==> src/design/hangman_pkg.sv <==
`default_nettype none

package hangman_pkg;

    localparam int word_len     = 5;    // letters in the secret word
    localparam int guess_slots  = 6;    // wrong letters kept on screen
    localparam int max_mistakes = 6;    // mistakes that lose the game
    localparam int row_width    = 128;  // 16 characters per lcd row
    localparam int fifo_depth   = 4;
    localparam int fifo_ptr_w   = $clog2(fifo_depth);
    localparam int fifo_cnt_w   = $clog2(fifo_depth + 1);

    localparam logic [7:0]  char_blank = 8'h5F;            // '_'
    localparam logic [23:0] text_win   = 24'h57_69_6E;     // "Win"
    localparam logic [31:0] text_lose  = 32'h4C_6F_73_65;  // "Lose"

    // zero padding on each side of a centered field
    localparam int pad_word = (row_width - 8 * word_len) / 2;
    localparam int pad_hist = (row_width - 8 * guess_slots) / 2;
    localparam int pad_win  = (row_width - $bits(text_win)) / 2;
    localparam int pad_lose = (row_width - $bits(text_lose)) / 2;

    typedef logic [row_width-1:0] row_t;

    typedef struct packed {
        logic [7:0]          letter;
        logic [word_len-1:0] hits;           // msb is the first letter
        logic                mistake;
        logic [2:0]          correct_count;  // revealed positions after this guess
        logic [2:0]          mistake_count;
        logic                restart;        // marks a new game
    } guess_event_t;

    typedef struct packed {
        row_t top;
        row_t bottom;
    } lcd_rows_t;

endpackage

`default_nettype wire

==> src/design/guess_checker.sv <==
`timescale 1ns/100ps
`default_nettype none

module guess_checker (
    input  logic                               clk,
    input  logic                               nRst,
    input  logic                               guess,
    input  logic [7:0]                         letter,
    input  logic [8*hangman_pkg::word_len-1:0] word,
    input  logic                               new_game,
    input  logic                               full,
    output logic                               push,
    output hangman_pkg::guess_event_t          evt
);
    import hangman_pkg::*;

    logic [word_len-1:0] mask;          // positions revealed so far
    logic [2:0]          mistakes;
    logic                hold_new;      // new_game waiting for fifo room
    logic [word_len-1:0] hits;
    logic [word_len-1:0] next_mask;
    logic [2:0]          next_mistakes;
    logic                game_over;
    logic                room;
    logic                restart_req;
    logic                take_restart;
    logic                take_guess;

    function automatic logic [2:0] count_ones(input logic [word_len-1:0] m);
        logic [2:0] n;
        n = '0;
        for (int i = 0; i < word_len; i++) begin
            n = n + 3'(m[i]);
        end
        return n;
    endfunction

    always_comb begin
        for (int i = 0; i < word_len; i++) begin
            hits[i] = (word[8*i +: 8] == letter);  // word and hits both msb first
        end
    end

    assign next_mask     = mask | hits;
    assign next_mistakes = (hits == '0 && mistakes != 3'(max_mistakes)) ? mistakes + 3'd1
                                                                       : mistakes;
    assign game_over     = (count_ones(mask) == 3'(word_len)) || (mistakes == 3'(max_mistakes));

    // an event still in flight may take the last fifo slot
    assign room         = !full && !push;
    assign restart_req  = new_game || hold_new;
    assign take_restart = restart_req && room;
    assign take_guess   = guess && room && !restart_req && !game_over;

    always_ff @(posedge clk, negedge nRst) begin
        if (!nRst) begin
            mask     <= '0;
            mistakes <= '0;
            hold_new <= 1'b0;
            push     <= 1'b0;
        end else begin
            push <= take_restart || take_guess;
            if (take_restart) begin
                mask     <= '0;
                mistakes <= '0;
                hold_new <= 1'b0;
            end else if (restart_req) begin
                hold_new <= 1'b1;  // fifo busy, retry later
            end else if (take_guess) begin
                mask     <= next_mask;
                mistakes <= next_mistakes;
            end
        end
    end

    always_ff @(posedge clk) begin
        if (take_restart) begin
            evt <= '{letter: 8'h00, hits: '0, mistake: 1'b0, correct_count: 3'd0,
                     mistake_count: 3'd0, restart: 1'b1};
        end else if (take_guess) begin
            evt <= '{letter: letter, hits: hits, mistake: (hits == '0),
                     correct_count: count_ones(next_mask),
                     mistake_count: next_mistakes, restart: 1'b0};
        end
    end

endmodule

`default_nettype wire

==> src/design/event_fifo.sv <==
`timescale 1ns/100ps
`default_nettype none

module event_fifo #(
    parameter type payload_t = hangman_pkg::guess_event_t
) (
    input  logic     clk,
    input  logic     nRst,
    input  logic     push,
    input  payload_t din,
    input  logic     pop,
    output payload_t dout,
    output logic     full,
    output logic     pending
);
    import hangman_pkg::*;

    payload_t              mem [fifo_depth];
    logic [fifo_ptr_w-1:0] wr_ptr;
    logic [fifo_ptr_w-1:0] rd_ptr;
    logic [fifo_cnt_w-1:0] count;   // entries held
    logic                  do_push;
    logic                  do_pop;

    function automatic logic [fifo_ptr_w-1:0] bump(input logic [fifo_ptr_w-1:0] p);
        return (p == fifo_ptr_w'(fifo_depth - 1)) ? '0 : p + 1'b1;
    endfunction

    assign full    = (count == fifo_cnt_w'(fifo_depth));
    assign pending = (count != '0);
    assign do_push = push && !full;     // push into a full buffer is lost
    assign do_pop  = pop && pending;
    assign dout    = mem[rd_ptr];       // head shown without delay

    always_ff @(posedge clk, negedge nRst) begin
        if (!nRst) begin
            wr_ptr <= '0;
            rd_ptr <= '0;
            count  <= '0;
        end else begin
            if (do_push) wr_ptr <= bump(wr_ptr);
            if (do_pop) rd_ptr <= bump(rd_ptr);
            case ({do_push, do_pop})
                2'b10:   count <= count + 1'b1;
                2'b01:   count <= count - 1'b1;
                default: count <= count;  // none or both
            endcase
        end
    end

    always_ff @(posedge clk) begin
        if (do_push) mem[wr_ptr] <= din;
    end

endmodule

`default_nettype wire

==> src/design/host_display.sv <==
`timescale 1ns/100ps
`default_nettype none

module host_display (
    input  logic                               clk,
    input  logic                               nRst,
    input  logic                               pending,
    input  hangman_pkg::guess_event_t          head,
    input  logic [8*hangman_pkg::word_len-1:0] word,
    input  logic                               lcd_ready,
    output logic                               pop,
    output hangman_pkg::lcd_rows_t             rows
);
    import hangman_pkg::*;

    logic [8*word_len-1:0]    shown;        // word with hidden letters as '_'
    logic [8*word_len-1:0]    next_shown;
    logic [8*guess_slots-1:0] hist;         // newest wrong letter at the msb
    logic [8*guess_slots-1:0] next_hist;
    lcd_rows_t                next_rows;
    logic                     won;
    logic                     lost;

    // place a field in the middle of a row, zeros either side
    function automatic row_t center(input row_t field, input int pad);
        return field << pad;
    endfunction

    assign pop = pending && lcd_ready;

    assign won  = !head.restart && (head.correct_count == 3'(word_len));
    assign lost = !head.restart && (head.mistake_count == 3'(max_mistakes));

    // game state after the head event
    always_comb begin
        next_shown = shown;
        next_hist  = hist;
        if (head.restart) begin
            next_shown = {word_len{char_blank}};
            next_hist  = {guess_slots{char_blank}};
        end else begin
            for (int i = 0; i < word_len; i++) begin
                if (head.hits[i]) next_shown[8*i +: 8] = head.letter;
            end
            if (head.mistake) begin
                next_hist = {head.letter, hist[8*guess_slots-1:8]};  // oldest drops out
            end
        end
    end

    // screen for the head event
    always_comb begin
        if (won) begin
            next_rows.top    = center(row_t'(text_win), pad_win);
            next_rows.bottom = center(row_t'(word), pad_word);
        end else if (lost) begin
            next_rows.top    = center(row_t'(text_lose), pad_lose);
            next_rows.bottom = center(row_t'(word), pad_word);
        end else begin
            // play screen shows the state after this event
            next_rows.top    = center(row_t'(next_shown), pad_word);
            next_rows.bottom = center(row_t'(next_hist), pad_hist);
        end
    end

    always_ff @(posedge clk, negedge nRst) begin
        if (!nRst) begin
            rows  <= '0;
            shown <= {word_len{char_blank}};
            hist  <= {guess_slots{char_blank}};
        end else if (pop) begin
            rows  <= next_rows;
            shown <= next_shown;
            hist  <= next_hist;
        end
    end

endmodule

`default_nettype wire

==> src/design/hangman_host.sv <==
`timescale 1ns/100ps
`default_nettype none

module hangman_host (
    input  logic                               clk,
    input  logic                               nRst,
    input  logic                               guess,
    input  logic [7:0]                         letter,
    input  logic [8*hangman_pkg::word_len-1:0] word,      // held for a whole game
    input  logic                               new_game,
    input  logic                               lcd_ready,
    output hangman_pkg::lcd_rows_t             rows,
    output logic                               full,
    output logic                               pending
);
    import hangman_pkg::*;

    logic         push;
    logic         pop;
    guess_event_t evt;   // checker output
    guess_event_t head;  // oldest queued event

    guess_checker checker0 (
        .clk      (clk),
        .nRst     (nRst),
        .guess    (guess),
        .letter   (letter),
        .word     (word),
        .new_game (new_game),
        .full     (full),
        .push     (push),
        .evt      (evt)
    );

    event_fifo #(
        .payload_t (guess_event_t)
    ) fifo0 (
        .clk     (clk),
        .nRst    (nRst),
        .push    (push),
        .din     (evt),
        .pop     (pop),
        .dout    (head),
        .full    (full),
        .pending (pending)
    );

    host_display display0 (
        .clk       (clk),
        .nRst      (nRst),
        .pending   (pending),
        .head      (head),
        .word      (word),
        .lcd_ready (lcd_ready),
        .pop       (pop),
        .rows      (rows)
    );

endmodule

`default_nettype wire

==> config.mk <==
export PLATFORM = sky130hd
export DESIGN_NAME = hangman_host
export DESIGN_NICKNAME = d
export VERILOG_FILES = /design/src/design/hangman_pkg.sv /design/src/design/guess_checker.sv /design/src/design/event_fifo.sv /design/src/design/host_display.sv /design/src/design/hangman_host.sv
export SDC_FILE = /design/constraint.sdc
export NUM_CORES = 1
export LEC_CHECK = 0
export BUFFER_PORTS_ARGS = -buffer_cell sky130_fd_sc_hd__buf_2
export CAP_MARGIN = 20
export CORE_ASPECT_RATIO = 0.9
export CORE_MARGIN = 4
export CORE_UTILIZATION = 40
export DETAILED_ROUTE_END_ITERATION = 8
export PLACE_DENSITY = 0.72
export SETUP_SLACK_MARGIN = 0.02
export SLEW_MARGIN = 20
export SYNTH_ARGS = -nofsm -noshare
export SYNTH_HDL_FRONTEND = slang
export SYNTH_SLANG_ARGS = --single-unit
export TNS_END_PERCENT = 1
==> constraint.sdc <==
create_clock -name clk -period 4.1 [get_ports clk]
set_input_delay 0.205 -clock clk [delete_from_list [all_inputs] [get_ports clk]]
set_output_delay 0.205 -clock clk [all_outputs]
set_load 0.02 [all_outputs]
# [Yosys cells after proc, flatten, opt, wreduce, memory -nomap -nowiden]
# Memories as Yosys holds them, arrays and structs flattened.
# Cells that the tools add are included.
[word_totals] out_inout_bits=258 ramBits=84 register_bits=382 inputBits=53 wordCells=97 memories=1
[mem_list] name="fifo0.mem" depth=4 width=21 read_ports=1 rd_ports_with_merged_regs=0 write_ports=1 line="event_fifo.sv:18" rtl="payload_t mem [fifo_depth];"
[classes] bitwise_logic=1 addsub=13 n_reduce_logical=25 n_mux=24 eq_ne=16
[op_table] cell="2-to-1 mux 256 bit" count=1
[op_table] cell="2-to-1 mux 212 bit" count=1
[op_table] cell="2-to-1 mux 48 bit" count=2
[op_table] cell="== test 8 bit" count=5
[op_table] cell="2-to-1 mux 40 bit" count=1
[op_table] cell="2-to-1 mux 8 bit" count=5
[op_table] cell="adder 3 x 1 -> 3 bit" count=6
[op_table] cell="== test 3 bit, second input constant" count=5
[op_table] cell="2-to-1 mux 5 bit" count=3
[op_table] cell="2-to-1 mux 3 bit" count=4
[op_table] cell="logical AND 1 bit" count=11
[op_table] cell="adder 3 x 1 -> 3 bit, second input constant" count=2
[op_table] cell="== test 2 bit, second input constant" count=3
[op_table] cell="case mux 3 bit (2 select lines)" count=1
[op_table] cell="nonzero test 2 bit" count=3
[op_table] cell="zero test 1 bit" count=5
[op_table] cell="zero test 5 bit" count=1
[op_table] cell="bitwise OR 5 bit" count=1
[op_table] cell="adder 1 x 1 -> 2 bit" count=2
[op_table] cell="adder 2 x 1 -> 2 bit, second input constant" count=2
[op_table] cell="2-to-1 mux 1 bit" count=4
[op_table] cell="2-to-1 mux 2 bit" count=2
[op_table] cell="logical OR 1 bit" count=3
[op_table] cell="inequality test 3 bit, second input constant" count=1
[op_table] cell="5 further kinds" count=5

# [Depth between registers and ports, before layout]
[depth] depth_word=11 ltp_mapped=13 ltp_nobuf=12

# [Hierarchy]
# From an unflattened synthesis, not the netlist that was laid out.
[unflattened] hier_cells=1393 area_unflattened_um2=15242.1
[by_module_without_submodules] mod="host_display" n_inst=1 cells_each=1037 seq_area_each_um2=4486.8 area_per_inst_um2=9776.9
[by_module_without_submodules] mod="event_fifo" n_inst=1 cells_each=150 seq_area_each_um2=2697.6 area_per_inst_um2=3533.4
[by_module_without_submodules] mod="guess_checker" n_inst=1 cells_each=206 seq_area_each_um2=670.6 area_per_inst_um2=1931.9

# [Least setup slack after synthesis]
# No wires, ideal clock.
[synth_path] path_kind="reg2reg" from="register checker0.mask[0]" to="register checker0.evt[3] (netlist name)" setup_ps=73 arrival_ps=3555 path_stages_with_launch=13 path_buffers=1 path_slack_ps=471 synth_period_minus_slack_ps=3629 required_ps=4027 cell_sequence="dfrtp_1 > ha_1 > inv_1 > fa_1 > inv_1 > ha_1 > fa_1 > and3b_1 > or4_4 > or3_1 > buf_2 > or4_4 > o211ai_2"
[synth_between] elab_chain_len=8
[synth_rtl] element="start: declaration" line="guess_checker.sv:17" rtl="logic [word_len-1:0] mask;"
[synth_rtl] element="start signal: assignment" line="guess_checker.sv:70" rtl="mask <= next_mask;"
[synth_rtl] element="adder 1 x 1 -> 2 bit" line="guess_checker.sv:33" rtl="n = n + 3'(m[i]);"
[synth_rtl] element="adder 3 x 1 -> 3 bit (3 in series)" line="guess_checker.sv:33"
[synth_rtl] element="== test 3 bit" line="guess_checker.sv:47" rtl="assign game_over = (count_ones(mask) == 3'(word_len)) || (mistakes == 3'(max_mistakes));"
[synth_rtl] element="logical OR 1 bit" line="guess_checker.sv:47"
[synth_rtl] element="zero test 1 bit" line="guess_checker.sv:53" rtl="assign take_guess = guess && room && !restart_req && !game_over;"
[synth_rtl] element="logical AND 1 bit" line="guess_checker.sv:53"
# Every way passes these cells.
# A chain may end at the register's enable or synchronous reset.

# [Worst setup path after layout]
[layout_path] from="register checker0.mask[0]" to="register checker0.evt[3] (netlist name)"
[layout_between] elab_chain_len=8
[layout_rtl] element="adder 1 x 1 -> 2 bit" line="guess_checker.sv:33"
[layout_rtl] element="adder 3 x 1 -> 3 bit (3 in series)" line="guess_checker.sv:33"
[layout_rtl] element="== test 3 bit" line="guess_checker.sv:47"
[layout_rtl] element="logical OR 1 bit" line="guess_checker.sv:47"
[layout_rtl] element="zero test 1 bit" line="guess_checker.sv:53"
[layout_rtl] element="logical AND 1 bit" line="guess_checker.sv:53"
# Every way passes these cells.

==> flow_summary.toml <==
[grt]
grt_pass1_vias = 9711
met2_usage_pct = 25.7
grt_antenna_before_repair = 1
grt_pass1_wl_um = 54000
grt_max_degree = 247
grt_overflow = 0
use_met1_pct = 24.5
track_usage_pct = 16.6
top_usage_layer = "met2"
use_met3_pct = 2.81

[floorplan]
ios = 311
core_um2 = 36400
die_x_um = 211
fp-row-count = 66
fp.dieH_um = 191
die_area_um2 = 40200
start_util_pct = 40.7

[placement]
hpwl_um = 23800
portBuffers = 142
dp_slack_ps = 276
place_congestion = 0.814

[critical_path]
cp_max_fo = 11
arrival_ps = 4310
worst_setup_path_end_kind = "register"
reg2reg_from = "checker0.mask[0]"
cp-endpoint = "checker0.evt[3]"
cp-startpoint = "checker0.mask[0]"
start_kind = "register"
cp.required_ps = 4580
path_class = "register to register"
r2r_cells = 11
r2r_slack_ps = 270
reg2reg_to = "checker0.evt[3]"

[finish]
multi_input_area_um2 = 5950
register_area_um2 = 7860
nets = 1626
syn_to_final_growth_pct = 11.8
nFillCells = 3354
finalCoreUtilization_pct = 45.5
layout-drive-gt1-share_pct = 22.6

[cts]
clk_latency_ps = 550
cts_resized = 0
cts_num_sinks = 298
cts_made_buffers = 29
postCtsSetupBuffers = 0
clock_path_buffers = 3
cts_root_buffer = "clkbuf_16"
cts_htree_levels = 1
cts_tree = "yes"
hold_buffers = 33
cts.reportedPaths.clkPinSlew_ps = 70

[routing]
vias = 10100
drtPass1Iterations = 5
routed_wl_um = 35200
drcViolationCount = 0
routedWlPerCell_um = 17.1
ant_nets = 0
drt_iter0_markers = 853
avgViaCountPerCell = 4.92

[synth]
async_flop_share_pct = 64.8
yosysWarnings = 0
synth_ff_type = "dfrtp_1"
syn_inst = 1422
synth_seq_cells = 298
synth_cell_types = 55
syn_area_per_cell_um2 = 10.4
synth-edff-count = 84
netlist_area_um2 = 14800
ys_seq_area_share_pct = 52.9

[sta]
setup_ws_ps = 269
setup_violations = 0
tightest_slew_ps = 1080
maxSlewViolCount = 0
fin_skew_ps = 16.1
rsz0062_at_grt = "no"
min_period_over_period_pct = 93.4
max-slew-margin-rel_pct = 27.7
fin_crit_ps = 3830
fmax_mhz = 261
hold_violations = 0
setup_tns_ps = 0

[power]
ir_drop_v = 0.000806
static-leakage-power_uw = 0.00725
powerDensity_nw_per_um2 = 828

[run_status]
status = "finished clean"

[job]
drv_cap = 0

[worst_hold_path]
hold_depth = 3
hp-class = "primary input to register"
[how the worst min path moves through the flow]
| stage | start | end | slack [ps] |
|---|---|---|---|
| global route | word[10] | display0.rows[54] | 30 |
| CTS | word[15] | display0.rows[59] | 2 |
| global placement | nRst | display0.rows[189] | 370 |
| detailed placement | nRst | display0.rows[189] | 380 |
| floorplan | nRst | checker0.hold_new | -90 |
| finish | word[6] | display0.rows[50] | 6 |
[worst max-delay path: stages (launching register included)]
cell	delay, ps
dfrtp_1	400
ha_1	280
inv_1	50
fa_1	530
inv_1	50
ha_1	200
fa_1	480
and3b_1	170
or4_4	500
or3_1	500
or4_4	540
o211ai_2	80
[placed cells by master (no fill, tap or decap), drive strengths merged, types with 2 or more instances in the layout]
cell           n
nand2        301
conb         168
buf          160
dfrtp        127
edfxtp        84
o21ai         83
nor2          67
dfstp         66
mux2          56
mux2i         56
clkbuf        45
xor2          42
nand3         35
a21oi         34
o31ai         34
dlygate4sd3   33
nor3          32
dfxtp         21
nor2b         13
mux4          13
inv           13
ha            12
a211oi        11
nor4          10
clkinv         7
and3           6
a31oi          6
fa             5
and2           4
a311oi         4
or3            3
nand2b         3
o211ai         3
diode          2
or4            2
nand4b         2
and4b          2
[synthesized netlist by cell type (all sizes together), types with 2 or more instances]
cell type  number  area (µm²)
inv            13        48.8
dfrtp         127        3180
and2            4        25.0
nor2b          13        81.3
a211oi         11        82.6
and3            6        37.5
dfxtp          21         420
nand3          35         175
xor2           42         368
and4b           2        20.0
nor4           10        62.6
or4             2        22.5
a31oi           6        37.5
a311oi          4        47.6
nand2         301        1130
nor2           67         251
edfxtp         84        2520
fa              5         100
clkbuf         64         240
or3             3        18.8
a21oi          34         170
o31ai          34         255
nor3           32         160
ha             12         150
nand4b          2        17.5
o211ai          3        27.5
buf           194        1410
mux4           13         293
nand2b          3        18.8
o21ai          83         415
mux2           56         631
dfstp          66        1730
mux2i          56         564
[logic make-up after synthesis]
family / synth area share (%)
buf+inv: 11.5
other cells: 0.0253
mux: 10.0
simple gates: 14.1
xor+xnor: 2.54
fa+ha+maj: 1.69
compound gates: 7.22
flops: 52.9
[per-stage QoR]
stage	hold WS, ps	power, µW	std cells	cell area (µm²)
after floorplan	-90.6	9500	1589	15500
final	6.29	13700	2056	16600
after global placement	370	11000	1968	15300
after CTS	2.20	13800	2054	16600
after detailed placement	383	11200	1968	15300
after global routing	34.6	14600	2055	16600
[area by class of cell]
| class | count | share of cell area [%] |
|---|---|---|
| flip-flops and latches | 298 | 47.4 |
| multi-input cells | 1020 | 35.9 |
| clock inverters | 9 | 0.460 |
| well taps | 476 | 3.59 |
| repair buffers | 194 | 7.27 |
| diodes | 2 | 0.0302 |
| clock buffers | 44 | 5.14 |
| inverters | 13 | 0.294 |
[metal layers]
metal / up-vias / share of wire, %
met5: - / 0
met4: 0 / 2.0
met3: 50 / 6.7
met2: 337 / 46
met1: 4956 / 45
li1: 4779 / -
[registers in the layout, indices dropped and copies added, names as in the netlist, 2 cells and up]
register           count
checker0.mask          5
display0.shown        40
checker0.evt          21
fifo0.wr_ptr           2
checker0.mistakes      3
fifo0.rd_ptr           2
display0.rows         88
display0.hist         48
fifo0.mem             84
fifo0.count            3
[power breakdown]
part	switching (µW)	internal, µW
clock	1100	1490
sequential	608	4430
combinational	3960	2140
total	5670	8060
No activity file was read; power rests on OpenSTA's default activity.
